$ cat src/include/rv_core_cfg.svh
`ifndef RV_CORE_CFG_SVH
`define RV_CORE_CFG_SVH

`define RV_XLEN        32           // Data and address width
`define RV_REG_AW      5
`define RV_NUM_REGS    32

// First fetch address after reset
`define RV_RESET_PC    32'h0000_0000
`define RV_INSTR_BYTES 4            // PC step

`endif

$ cat src/verilog/rv_isa_pkg.sv
package rv_isa_pkg;

  // Major opcodes kept by this core
  typedef enum logic [6:0] {
    op_lui    = 7'b0110111,
    op_auipc  = 7'b0010111,
    op_imm    = 7'b0010011,
    op_reg    = 7'b0110011,
    op_jal    = 7'b1101111,
    op_jalr   = 7'b1100111,
    op_branch = 7'b1100011,
    op_load   = 7'b0000011,
    op_store  = 7'b0100011
  } rv_opcode_e;

  typedef enum logic [2:0] {
    br_beq  = 3'b000,
    br_bne  = 3'b001,
    br_blt  = 3'b100,
    br_bge  = 3'b101,
    br_bltu = 3'b110,
    br_bgeu = 3'b111
  } rv_branch_f3_e;

  typedef enum logic [2:0] {
    f3_add  = 3'b000,               // Also sub for register form
    f3_sll  = 3'b001,
    f3_slt  = 3'b010,
    f3_sltu = 3'b011,
    f3_xor  = 3'b100,
    f3_sr   = 3'b101,               // srl or sra by bit 30
    f3_or   = 3'b110,
    f3_and  = 3'b111
  } rv_arith_f3_e;

  parameter logic [2:0] f3_word = 3'b010; // Only full word accesses

endpackage

$ cat src/verilog/rv_ctrl_pkg.sv
package rv_ctrl_pkg;

  typedef enum logic [3:0] {
    alu_add, alu_sub, alu_sll, alu_slt, alu_sltu, alu_xor,
    alu_srl, alu_sra, alu_or, alu_and, alu_pass_b
  } rv_alu_op_e;

  typedef enum logic [2:0] {
    cmp_eq, cmp_ne, cmp_lt, cmp_ge, cmp_ltu, cmp_geu
  } rv_cmp_op_e;

  typedef enum logic [2:0] {wb_alu, wb_cmp, wb_pc4, wb_mem} rv_wb_sel_e;
  typedef enum logic {src_a_rs1, src_a_pc} rv_src_a_e;
  typedef enum logic {src_b_rs2, src_b_imm} rv_src_b_e;

  // All zero is a bubble
  typedef struct packed {
    rv_alu_op_e alu_op;
    rv_cmp_op_e cmp_op;
    rv_src_a_e  src_a;
    rv_src_b_e  src_b;
    logic       branch;
    logic       jump;             // jal and jalr
    logic       jalr;
    logic       mem_read;
    logic       mem_write;
    rv_wb_sel_e wb_sel;
    logic       rd_valid;
  } rv_ctrl_word_t;

endpackage

$ cat src/verilog/rv_decoder.sv
`timescale 1ns/1ps
`include "rv_core_cfg.svh"

module rv_decoder (
  input  logic [`RV_XLEN-1:0]    i_instr,
  output rv_ctrl_pkg::rv_ctrl_word_t o_ctrl,
  output logic [`RV_XLEN-1:0]    o_imm,
  output logic [`RV_REG_AW-1:0]  o_rs1,
  output logic [`RV_REG_AW-1:0]  o_rs2,
  output logic [`RV_REG_AW-1:0]  o_rd
);

  logic [2:0] funct3;
  logic       alt;                 // Instruction bit 30

  // Shared by register-immediate and register-register forms
  function automatic rv_ctrl_pkg::rv_alu_op_e arith_op(input logic [2:0] f3,
                                                       input logic sub_sra);
    rv_ctrl_pkg::rv_alu_op_e op;
    case (rv_isa_pkg::rv_arith_f3_e'(f3))
      rv_isa_pkg::f3_add:  op = sub_sra ? rv_ctrl_pkg::alu_sub : rv_ctrl_pkg::alu_add;
      rv_isa_pkg::f3_sll:  op = rv_ctrl_pkg::alu_sll;
      rv_isa_pkg::f3_slt:  op = rv_ctrl_pkg::alu_slt;
      rv_isa_pkg::f3_sltu: op = rv_ctrl_pkg::alu_sltu;
      rv_isa_pkg::f3_xor:  op = rv_ctrl_pkg::alu_xor;
      rv_isa_pkg::f3_sr:   op = sub_sra ? rv_ctrl_pkg::alu_sra : rv_ctrl_pkg::alu_srl;
      rv_isa_pkg::f3_or:   op = rv_ctrl_pkg::alu_or;
      default:             op = rv_ctrl_pkg::alu_and;
    endcase
    return op;
  endfunction

  assign funct3 = i_instr[14:12];
  assign alt    = i_instr[30];
  assign o_rs1  = i_instr[19:15];
  assign o_rs2  = i_instr[24:20];
  assign o_rd   = i_instr[11:7];

  always_comb begin
    o_ctrl = '0;
    o_imm  = {{20{i_instr[31]}}, i_instr[31:20]}; // I-type unless changed below
    case (rv_isa_pkg::rv_opcode_e'(i_instr[6:0]))
      rv_isa_pkg::op_lui, rv_isa_pkg::op_auipc: begin
        o_imm           = {i_instr[31:12], 12'b0};
        o_ctrl.alu_op   = i_instr[5] ? rv_ctrl_pkg::alu_pass_b : rv_ctrl_pkg::alu_add;
        o_ctrl.src_a    = rv_ctrl_pkg::src_a_pc;
        o_ctrl.src_b    = rv_ctrl_pkg::src_b_imm;
        o_ctrl.rd_valid = 1'b1;
      end
      rv_isa_pkg::op_imm, rv_isa_pkg::op_reg: begin
        o_ctrl.src_b    = i_instr[5] ? rv_ctrl_pkg::src_b_rs2 : rv_ctrl_pkg::src_b_imm;
        // Bit 30 of an immediate only selects sra
        o_ctrl.alu_op   = arith_op(funct3, alt && (i_instr[5] ||
                                   funct3 == rv_isa_pkg::f3_sr));
        o_ctrl.rd_valid = 1'b1;
        if (funct3 == rv_isa_pkg::f3_slt || funct3 == rv_isa_pkg::f3_sltu) begin
          o_ctrl.cmp_op = funct3[0] ? rv_ctrl_pkg::cmp_ltu : rv_ctrl_pkg::cmp_lt;
          o_ctrl.wb_sel = rv_ctrl_pkg::wb_cmp;
        end
      end
      rv_isa_pkg::op_jal: begin
        o_imm           = {{11{i_instr[31]}}, i_instr[31], i_instr[19:12], i_instr[20],
                           i_instr[30:21], 1'b0};
        o_ctrl.src_a    = rv_ctrl_pkg::src_a_pc;
        o_ctrl.src_b    = rv_ctrl_pkg::src_b_imm;
        o_ctrl.jump     = 1'b1;
        o_ctrl.wb_sel   = rv_ctrl_pkg::wb_pc4;
        o_ctrl.rd_valid = 1'b1;
      end
      rv_isa_pkg::op_jalr: begin
        o_ctrl.src_b    = rv_ctrl_pkg::src_b_imm; // Target is rs1 + imm
        o_ctrl.jump     = 1'b1;
        o_ctrl.jalr     = 1'b1;
        o_ctrl.wb_sel   = rv_ctrl_pkg::wb_pc4;
        o_ctrl.rd_valid = 1'b1;
      end
      rv_isa_pkg::op_branch: begin
        o_imm        = {{19{i_instr[31]}}, i_instr[31], i_instr[7], i_instr[30:25],
                        i_instr[11:8], 1'b0};
        o_ctrl.src_a = rv_ctrl_pkg::src_a_pc;
        o_ctrl.src_b = rv_ctrl_pkg::src_b_imm;
        case (rv_isa_pkg::rv_branch_f3_e'(funct3))
          rv_isa_pkg::br_beq:  o_ctrl.cmp_op = rv_ctrl_pkg::cmp_eq;
          rv_isa_pkg::br_bne:  o_ctrl.cmp_op = rv_ctrl_pkg::cmp_ne;
          rv_isa_pkg::br_blt:  o_ctrl.cmp_op = rv_ctrl_pkg::cmp_lt;
          rv_isa_pkg::br_bge:  o_ctrl.cmp_op = rv_ctrl_pkg::cmp_ge;
          rv_isa_pkg::br_bltu: o_ctrl.cmp_op = rv_ctrl_pkg::cmp_ltu;
          default:             o_ctrl.cmp_op = rv_ctrl_pkg::cmp_geu;
        endcase
        o_ctrl.branch = (funct3[2:1] != 2'b01); // 010 and 011 are not branches
      end
      rv_isa_pkg::op_load: begin
        o_ctrl.src_b    = rv_ctrl_pkg::src_b_imm;
        o_ctrl.mem_read = (funct3 == rv_isa_pkg::f3_word);
        o_ctrl.wb_sel   = rv_ctrl_pkg::wb_mem;
        o_ctrl.rd_valid = (funct3 == rv_isa_pkg::f3_word);
      end
      rv_isa_pkg::op_store: begin
        o_imm            = {{20{i_instr[31]}}, i_instr[31:25], i_instr[11:7]};
        o_ctrl.src_b     = rv_ctrl_pkg::src_b_imm;
        o_ctrl.mem_write = (funct3 == rv_isa_pkg::f3_word);
      end
      default: o_ctrl = '0;         // Unsupported opcode passes as a bubble
    endcase
  end

endmodule

$ cat src/verilog/rv_regfile.sv
`timescale 1ns/1ps
`include "rv_core_cfg.svh"

module rv_regfile (
  input  logic                  clk,
  input  logic                  i_reset,
  input  logic                  i_read_en,
  input  logic [`RV_REG_AW-1:0] i_rs1,
  input  logic [`RV_REG_AW-1:0] i_rs2,
  input  logic                  i_we,
  input  logic [`RV_REG_AW-1:0] i_rd,
  input  logic [`RV_XLEN-1:0]   i_wdata,
  output logic [`RV_XLEN-1:0]   o_rs1_data,
  output logic [`RV_XLEN-1:0]   o_rs2_data
);

  logic [`RV_XLEN-1:0] regs [`RV_NUM_REGS];

  // x0 is never written
  always_ff @(posedge clk) begin
    if (i_we && i_rd != '0)
      regs[i_rd] <= i_wdata;
  end

  always_ff @(posedge clk) begin
    if (i_reset) begin
      o_rs1_data <= '0;
      o_rs2_data <= '0;
    end else if (i_read_en) begin
      if (i_rs1 == '0)
        o_rs1_data <= '0;
      else
        o_rs1_data <= (i_we && i_rd == i_rs1) ? i_wdata : regs[i_rs1]; // Write-through
      if (i_rs2 == '0)
        o_rs2_data <= '0;
      else
        o_rs2_data <= (i_we && i_rd == i_rs2) ? i_wdata : regs[i_rs2];
    end
  end

endmodule

$ cat src/verilog/rv_execute.sv
`timescale 1ns/1ps
`include "rv_core_cfg.svh"

module rv_execute (
  input  rv_ctrl_pkg::rv_ctrl_word_t i_ctrl,
  input  logic [`RV_XLEN-1:0]        i_pc,
  input  logic [`RV_XLEN-1:0]        i_imm,
  input  logic [`RV_REG_AW-1:0]      i_rs1,
  input  logic [`RV_REG_AW-1:0]      i_rs2,
  input  logic [`RV_XLEN-1:0]        i_rs1_data,
  input  logic [`RV_XLEN-1:0]        i_rs2_data,
  input  logic [`RV_REG_AW-1:0]      i_mem_rd,
  input  rv_ctrl_pkg::rv_ctrl_word_t i_mem_ctrl,
  input  logic [`RV_XLEN-1:0]        i_mem_result,
  input  logic [`RV_REG_AW-1:0]      i_wb_rd,
  input  logic                       i_wb_valid,
  input  logic [`RV_XLEN-1:0]        i_wb_data,
  output logic [`RV_XLEN-1:0]        o_alu_result,
  output logic                       o_cmp_result,
  output logic [`RV_XLEN-1:0]        o_store_data,
  output logic [`RV_XLEN-1:0]        o_target,
  output logic                       o_redirect,
  output logic                       o_load_use
);

  logic                mem_hit1, mem_hit2;
  logic                wb_hit1, wb_hit2;
  logic                rs1_used, rs2_used;
  logic [`RV_XLEN-1:0] rs1_val, rs2_val;
  logic [`RV_XLEN-1:0] op_a, op_b, cmp_b;
  logic [4:0]          shamt;

  // Producers in MEM and WB that write a nonzero register
  assign mem_hit1 = i_mem_ctrl.rd_valid && i_mem_rd != '0 && i_mem_rd == i_rs1;
  assign mem_hit2 = i_mem_ctrl.rd_valid && i_mem_rd != '0 && i_mem_rd == i_rs2;
  assign wb_hit1  = i_wb_valid && i_wb_rd != '0 && i_wb_rd == i_rs1;
  assign wb_hit2  = i_wb_valid && i_wb_rd != '0 && i_wb_rd == i_rs2;

  assign rs1_val = mem_hit1 ? i_mem_result : (wb_hit1 ? i_wb_data : i_rs1_data);
  assign rs2_val = mem_hit2 ? i_mem_result : (wb_hit2 ? i_wb_data : i_rs2_data);

  assign rs1_used = (i_ctrl.src_a == rv_ctrl_pkg::src_a_rs1) || i_ctrl.branch;
  assign rs2_used = (i_ctrl.src_b == rv_ctrl_pkg::src_b_rs2) || i_ctrl.branch ||
                    i_ctrl.mem_write;

  // Load data is not ready until WB
  assign o_load_use = i_mem_ctrl.mem_read &&
                      ((rs1_used && mem_hit1) || (rs2_used && mem_hit2));

  assign op_a  = (i_ctrl.src_a == rv_ctrl_pkg::src_a_pc) ? i_pc : rs1_val;
  assign op_b  = (i_ctrl.src_b == rv_ctrl_pkg::src_b_imm) ? i_imm : rs2_val;
  assign cmp_b = i_ctrl.branch ? rs2_val : op_b; // slti compares with the immediate
  assign shamt = op_b[4:0];

  always_comb begin
    case (i_ctrl.alu_op)
      rv_ctrl_pkg::alu_add:    o_alu_result = op_a + op_b;
      rv_ctrl_pkg::alu_sub:    o_alu_result = op_a - op_b;
      rv_ctrl_pkg::alu_sll:    o_alu_result = op_a << shamt;
      rv_ctrl_pkg::alu_slt:    o_alu_result = `RV_XLEN'($signed(op_a) < $signed(op_b));
      rv_ctrl_pkg::alu_sltu:   o_alu_result = `RV_XLEN'(op_a < op_b);
      rv_ctrl_pkg::alu_xor:    o_alu_result = op_a ^ op_b;
      rv_ctrl_pkg::alu_srl:    o_alu_result = op_a >> shamt;
      rv_ctrl_pkg::alu_sra:    o_alu_result = $unsigned($signed(op_a) >>> shamt);
      rv_ctrl_pkg::alu_or:     o_alu_result = op_a | op_b;
      rv_ctrl_pkg::alu_and:    o_alu_result = op_a & op_b;
      rv_ctrl_pkg::alu_pass_b: o_alu_result = op_b; // lui
      default:                 o_alu_result = '0;
    endcase
  end

  always_comb begin
    case (i_ctrl.cmp_op)
      rv_ctrl_pkg::cmp_eq:  o_cmp_result = (rs1_val == cmp_b);
      rv_ctrl_pkg::cmp_ne:  o_cmp_result = (rs1_val != cmp_b);
      rv_ctrl_pkg::cmp_lt:  o_cmp_result = ($signed(rs1_val) < $signed(cmp_b));
      rv_ctrl_pkg::cmp_ge:  o_cmp_result = ($signed(rs1_val) >= $signed(cmp_b));
      rv_ctrl_pkg::cmp_ltu: o_cmp_result = (rs1_val < cmp_b);
      rv_ctrl_pkg::cmp_geu: o_cmp_result = (rs1_val >= cmp_b);
      default:              o_cmp_result = 1'b0;
    endcase
  end

  assign o_store_data = rs2_val;
  assign o_target     = i_ctrl.jalr ? {o_alu_result[`RV_XLEN-1:1], 1'b0} : o_alu_result;
  assign o_redirect   = i_ctrl.jump || (i_ctrl.branch && o_cmp_result);

endmodule

$ cat src/verilog/rv_hazard_unit.sv
`timescale 1ns/1ps

module rv_hazard_unit (
  input  logic i_imem_resp,
  input  logic i_dmem_resp,
  input  logic i_dmem_access,
  input  logic i_load_use,
  input  logic i_redirect,
  output logic o_freeze,
  output logic o_hold_front,
  output logic o_flush_front,
  output logic o_bubble_mem
);

  // Any memory wait stops every state element
  assign o_freeze = !i_imem_resp || (i_dmem_access && !i_dmem_resp);

  // Load-use keeps PC, IF/ID and ID/EX
  assign o_hold_front = !o_freeze && i_load_use;
  assign o_bubble_mem = o_hold_front;

  // A redirect on stale operands is not taken while load-use holds EX
  assign o_flush_front = !o_freeze && !i_load_use && i_redirect;

endmodule

$ cat src/verilog/rv_core.sv
`timescale 1ns/1ps
`include "rv_core_cfg.svh"

module rv_core (
  input  logic                clk,
  input  logic                i_reset,
  output logic [`RV_XLEN-1:0] o_imem_addr,
  output logic                o_imem_read,
  input  logic                i_imem_resp,
  input  logic [`RV_XLEN-1:0] i_imem_rdata,
  output logic [`RV_XLEN-1:0] o_dmem_addr,
  output logic                o_dmem_read,
  output logic                o_dmem_write,
  output logic [`RV_XLEN-1:0] o_dmem_wdata,
  input  logic                i_dmem_resp,
  input  logic [`RV_XLEN-1:0] i_dmem_rdata
);

  logic [`RV_XLEN-1:0]        pc;
  logic [`RV_XLEN-1:0]        id_instr, id_pc, id_imm;
  rv_ctrl_pkg::rv_ctrl_word_t id_ctrl, ex_ctrl, mem_ctrl, wb_ctrl;
  logic [`RV_REG_AW-1:0]      id_rs1, id_rs2, id_rd;
  logic [`RV_XLEN-1:0]        ex_pc, ex_imm, ex_rs1_data, ex_rs2_data;
  logic [`RV_REG_AW-1:0]      ex_rs1, ex_rs2, ex_rd, rf_rs1, rf_rs2;
  logic [`RV_XLEN-1:0]        ex_alu_result, ex_store_data, ex_target;
  logic                       ex_cmp_result, ex_redirect, ex_load_use;
  logic [`RV_XLEN-1:0]        mem_pc, mem_alu_result, mem_store_data, mem_result;
  logic                       mem_cmp_result;
  logic [`RV_REG_AW-1:0]      mem_rd, wb_rd;
  logic [`RV_XLEN-1:0]        wb_result, wb_rdata, wb_data;
  logic                       freeze, hold_front, flush_front, bubble_mem;
  logic                       advance_front;

  assign advance_front = !freeze && !hold_front;

  assign o_imem_addr = pc;
  assign o_imem_read = 1'b1;

  always_ff @(posedge clk) begin
    if (i_reset)
      pc <= `RV_RESET_PC;
    else if (advance_front)
      pc <= ex_redirect ? ex_target : pc + `RV_INSTR_BYTES;
  end

  // An all-zero IF/ID word decodes as a bubble
  always_ff @(posedge clk) begin
    if (i_reset || flush_front) begin
      id_instr <= '0;
    end else if (advance_front) begin
      id_instr <= i_imem_rdata;
      id_pc    <= pc;
    end
  end

  rv_decoder u_decoder (
    .i_instr (id_instr),
    .o_ctrl  (id_ctrl),
    .o_imm   (id_imm),
    .o_rs1   (id_rs1),
    .o_rs2   (id_rs2),
    .o_rd    (id_rd)
  );

  // On load-use the EX operands are read again so a WB write is not missed
  assign rf_rs1 = hold_front ? ex_rs1 : id_rs1;
  assign rf_rs2 = hold_front ? ex_rs2 : id_rs2;

  rv_regfile u_regfile (
    .clk        (clk),
    .i_reset    (i_reset),
    .i_read_en  (!freeze),
    .i_rs1      (rf_rs1),
    .i_rs2      (rf_rs2),
    .i_we       (wb_ctrl.rd_valid && !freeze),
    .i_rd       (wb_rd),
    .i_wdata    (wb_data),
    .o_rs1_data (ex_rs1_data),
    .o_rs2_data (ex_rs2_data)
  );

  // ID/EX
  always_ff @(posedge clk) begin
    if (i_reset || flush_front)
      ex_ctrl <= '0;
    else if (advance_front)
      ex_ctrl <= id_ctrl;
  end

  always_ff @(posedge clk) begin
    if (advance_front) begin
      ex_pc  <= id_pc;
      ex_imm <= id_imm;
      ex_rs1 <= id_rs1;
      ex_rs2 <= id_rs2;
      ex_rd  <= id_rd;
    end
  end

  rv_execute u_execute (
    .i_ctrl       (ex_ctrl),
    .i_pc         (ex_pc),
    .i_imm        (ex_imm),
    .i_rs1        (ex_rs1),
    .i_rs2        (ex_rs2),
    .i_rs1_data   (ex_rs1_data),
    .i_rs2_data   (ex_rs2_data),
    .i_mem_rd     (mem_rd),
    .i_mem_ctrl   (mem_ctrl),
    .i_mem_result (mem_result),
    .i_wb_rd      (wb_rd),
    .i_wb_valid   (wb_ctrl.rd_valid),
    .i_wb_data    (wb_data),
    .o_alu_result (ex_alu_result),
    .o_cmp_result (ex_cmp_result),
    .o_store_data (ex_store_data),
    .o_target     (ex_target),
    .o_redirect   (ex_redirect),
    .o_load_use   (ex_load_use)
  );

  rv_hazard_unit u_hazard_unit (
    .i_imem_resp   (i_imem_resp),
    .i_dmem_resp   (i_dmem_resp),
    .i_dmem_access (o_dmem_read || o_dmem_write),
    .i_load_use    (ex_load_use),
    .i_redirect    (ex_redirect),
    .o_freeze      (freeze),
    .o_hold_front  (hold_front),
    .o_flush_front (flush_front),
    .o_bubble_mem  (bubble_mem)
  );

  // EX/MEM
  always_ff @(posedge clk) begin
    if (i_reset)
      mem_ctrl <= '0;
    else if (!freeze)
      mem_ctrl <= bubble_mem ? '0 : ex_ctrl;
  end

  always_ff @(posedge clk) begin
    if (!freeze) begin
      mem_pc         <= ex_pc;
      mem_alu_result <= ex_alu_result;
      mem_cmp_result <= ex_cmp_result;
      mem_store_data <= ex_store_data;
      mem_rd         <= ex_rd;
    end
  end

  assign o_dmem_addr  = {mem_alu_result[`RV_XLEN-1:2], 2'b00}; // Word aligned
  assign o_dmem_read  = mem_ctrl.mem_read;
  assign o_dmem_write = mem_ctrl.mem_write;
  assign o_dmem_wdata = mem_store_data;

  // Result known in MEM and forwarded to EX
  always_comb begin
    case (mem_ctrl.wb_sel)
      rv_ctrl_pkg::wb_cmp: mem_result = {{(`RV_XLEN-1){1'b0}}, mem_cmp_result};
      rv_ctrl_pkg::wb_pc4: mem_result = mem_pc + `RV_INSTR_BYTES; // Link value
      default:             mem_result = mem_alu_result;
    endcase
  end

  // MEM/WB
  always_ff @(posedge clk) begin
    if (i_reset)
      wb_ctrl <= '0;
    else if (!freeze)
      wb_ctrl <= mem_ctrl;
  end

  always_ff @(posedge clk) begin
    if (!freeze) begin
      wb_rd     <= mem_rd;
      wb_result <= mem_result;
      wb_rdata  <= i_dmem_rdata;
    end
  end

  assign wb_data = (wb_ctrl.wb_sel == rv_ctrl_pkg::wb_mem) ? wb_rdata : wb_result;

endmodule

$ cat config.mk
export PLATFORM = sky130hd
export DESIGN_NAME = rv_core
export DESIGN_NICKNAME = d
export VERILOG_FILES = /design/src/verilog/rv_isa_pkg.sv /design/src/verilog/rv_ctrl_pkg.sv /design/src/verilog/rv_decoder.sv /design/src/verilog/rv_regfile.sv /design/src/verilog/rv_execute.sv /design/src/verilog/rv_hazard_unit.sv /design/src/verilog/rv_core.sv
export VERILOG_INCLUDE_DIRS = /design/src /design/src/include
export SDC_FILE = /design/constraint.sdc
export NUM_CORES = 2
export LEC_CHECK = 0
export BUFFER_PORTS_ARGS = -buffer_cell sky130_fd_sc_hd__buf_2
export CAP_MARGIN = 0
export CORE_MARGIN = 2
export CORE_UTILIZATION = 50
export DETAILED_ROUTE_END_ITERATION = 7
export PLACE_DENSITY = 0.73
export SETUP_SLACK_MARGIN = 0.5
export SYNTH_ARGS = -nofsm -noshare
export SYNTH_HDL_FRONTEND = slang
export SYNTH_HIERARCHICAL = 1
export SYNTH_SLANG_ARGS = --single-unit
$ cat constraint.sdc
create_clock -name clk -period 7.5 [get_ports clk]
set_input_delay 0 -clock clk [delete_from_list [all_inputs] [get_ports clk]]
set_output_delay 0 -clock clk [all_outputs]
set_load 0.01 [all_outputs]
==> impl_metrics.tcl <==
set metrics [dict create \
    status "finished, final reports clean" \
    grt.busiest_layer "met2" \
    cts_buffers 151 \
    gr-total-overflow 0 \
    dr.pass1.iters 6 \
    clk_path_buf_depth 3 \
    cts_root_buf "clkbuf_16" \
    num_io_pins 167 \
    final_common_cell "edfxtp_1" \
    whs_endpoint "wb_rdata[7]$_DFFE_PN_" \
    gp_congestion 1.03 \
    regToRegSetupSlack_ns 0.65 \
    row_count 145 \
    vias_per_cell 7.08 \
    cp_data_required_time_ns 7.90 \
    hold_depth 2 \
    worstSkewPairLatency_ns 0.82 \
    met3_usage_pct 8.74 \
    fin_setup_tns_ns 0 \
    antenna_found_initial 18 \
    slowest_delay_ns 0.59 \
    dp_hpwl_mm 197 \
    power_mw 19.9 \
    use_met2_pct 52.3 \
    p_leak_nw 30.4 \
    final_cell_mix "edfxtp_1, mux2i_1, mux4_2" \
    maxCapViolations 0 \
    rr_worst_depth 21 \
    start_kind "register" \
    syn_area_um2 78800 \
    reg2reg_from "mem_pc[8]$_DFFE_PN_" \
    ant_nets 0 \
    post_drt_wl_per_cell_um 35.8 \
    final_core_util_pct 56.7 \
    drive_above_1_share_pct 23.1 \
    drt_iter0_drc 9257 \
    grt_pass1_wl_mm 412 \
    power.density_nw_per_um2 224 \
    placed_area_um2 82200 \
    final_area_um2 88600 \
    cts.clk_slew.worst_paths_ns 0.06 \
    drc 0 \
    hold_start "i_dmem_rdata[7]" \
    worstPathCellList "nand4_1, or3_1, or4b_1, xor2_1, o21ai_1, nand2_1, o21ai_1, mux2i_1, ha_1, nand4_1, o21ai_0, a21o_1, o22ai_1, a21oi_1, mux2_2, nor2_1, o41ai_2, and4b_1, or2_2, nor2_4, buf_4" \
    initial_core_util_pct 50.4 \
    vias 58000 \
    die_x_um 401 \
    synthCells 5747 \
    grt_max_degree 115 \
    cts_tree "built" \
    track_usage_pct 35.7 \
    rsz0062_at_grt "false" \
    portBuffers 163 \
    skew_ns 0.0758 \
    timing.rr.end "id_pc[6]$_DFFE_PP_" \
    fin_ws_ns 0.651 \
    min_path_type "in2reg" \
    peakVddDrop_v 0.000241 \
    pre_cts_slack_ns 0.538 \
    max_slew_margin_pct 14.9 \
    crit_family "simple AND/OR/NAND/NOR gates" \
    crit_type "reg2reg" \
    cp_max_fo 32 \
    grt_use_met1_pct 50.5 \
    worstPathArrival_ns 7.25 \
    slew_violations 0 \
    timing.critical_path.buf_inv 1 \
    period_share_pct 91.3 \
    timing_hold_violations_final 0 \
    ys_warn_count 6 \
    die_h_um 401 \
    worstSetupEndpointType "register" \
    worst-slew-pin-transition_ns 1.24 \
    area_growth_pct 12.5 \
    fill_cells 12300 \
    max_freq_mhz 146 \
    slowest_stage "o21ai_0" \
    wl_mm 294 \
    synth.avg_cell_area_um2 13.7 \
    core_region_area_um2 156000 \
    cts_sinks 1462 \
    period_needed_ns 6.85 \
    grt_pass1_vias 54900 \
    die_area_um2 161000 \
    nets 6206 \
    cts_max_level 4 \
    setup_viol 0 \
]
[how the worst max path moves through the flow]
stage / endpoint / depth (start not counted) / slack, ns / startpoint
2_1_floorplan: id_pc[0]$_DFFE_PP_ / 27 / 0.83 / mem_rd[1]$_DFFE_PN_
3_3_place_gp: o_imem_addr[26]$_SDFFE_PP0P_ / 25 / 0.61 / wb_rd[2]$_DFFE_PN_
3_5_place_dp: o_imem_addr[28]$_SDFFE_PP0P_ / 25 / 0.54 / wb_rd[2]$_DFFE_PN_
4_1_cts: id_pc[6]$_DFFE_PP_ / 23 / 0.53 / wb_rd[2]$_DFFE_PN_
5_1_grt: id_pc[27]$_DFFE_PP_ / 23 / 0.51 / wb_rd[0]$_DFFE_PN_
6_report: id_pc[6]$_DFFE_PP_ / 21 / 0.65 / mem_pc[8]$_DFFE_PN_
[registers in the layout (all words and copies together) (netlist names), 18 cells and up]
name,count
u_regfile/o_rs2_data,32
u_regfile/o_rs1_data,32
mem_alu_result,32
id_pc,32
ex_imm,32
u_regfile/regs,1024
o_dmem_wdata,32
id_instr,32
wb_result,32
wb_rdata,32
mem_pc,32
ex_pc,32
o_imem_addr,32
ex_ctrl,18
[through the flow]
step / hold WS (ns) / instances
5_1_grt: 0.0374 / 8193
3_3_place_gp: 0.179 / 7774
2_1_floorplan: 0.0989 / 5779
6_report: 0.0399 / 8202
4_1_cts: 0.00199 / 8176
3_5_place_dp: 0.178 / 7774
[area by class of cell]
type	instances	area [um^2]	share of cell area, %
Timing Repair Buffer	585	4430	5.00
Tap cell	2058	2570	2.91
Inverter	117	455	0.514
Antenna cell	11	27.5	0.0311
Clock inverter	67	749	0.846
Sequential cell	1462	42300	47.8
Clock buffer	213	4200	4.74
Multi-Input combinational cell	3689	33800	38.2
[layer usage]
layer	vias to the layer above	share of wire, %	wire, um
li1	23400	-	-
met5	-	0.043	127
met4	18	5.2	15400
met1	29500	38	113000
met2	4380	43	128000
met3	787	13	37400
[timing repair]
| item | 4_1_cts | 5_1_grt |
|---|---|---|
| endpoints found under the setup margin | 2 | 112 |
| hold buffers | 122 | 0 |
| setup buffers | 0 | 15 |
| gates cloned | 0 | 0 |
| gates resized for setup | 1 | 19 |
| pin swaps | 0 | 3 |
| endpoints found under the hold margin | 105 | 0 |
[report_power, final]
group | total (mW) | internal [mW] | switching [mW]
registers | 9.31 | 9.12 | 0.193
logic | 2.98 | 1.06 | 1.92
clock network | 7.58 | 4.29 | 3.28
Note: power is estimated with default switching activity, not from simulation.
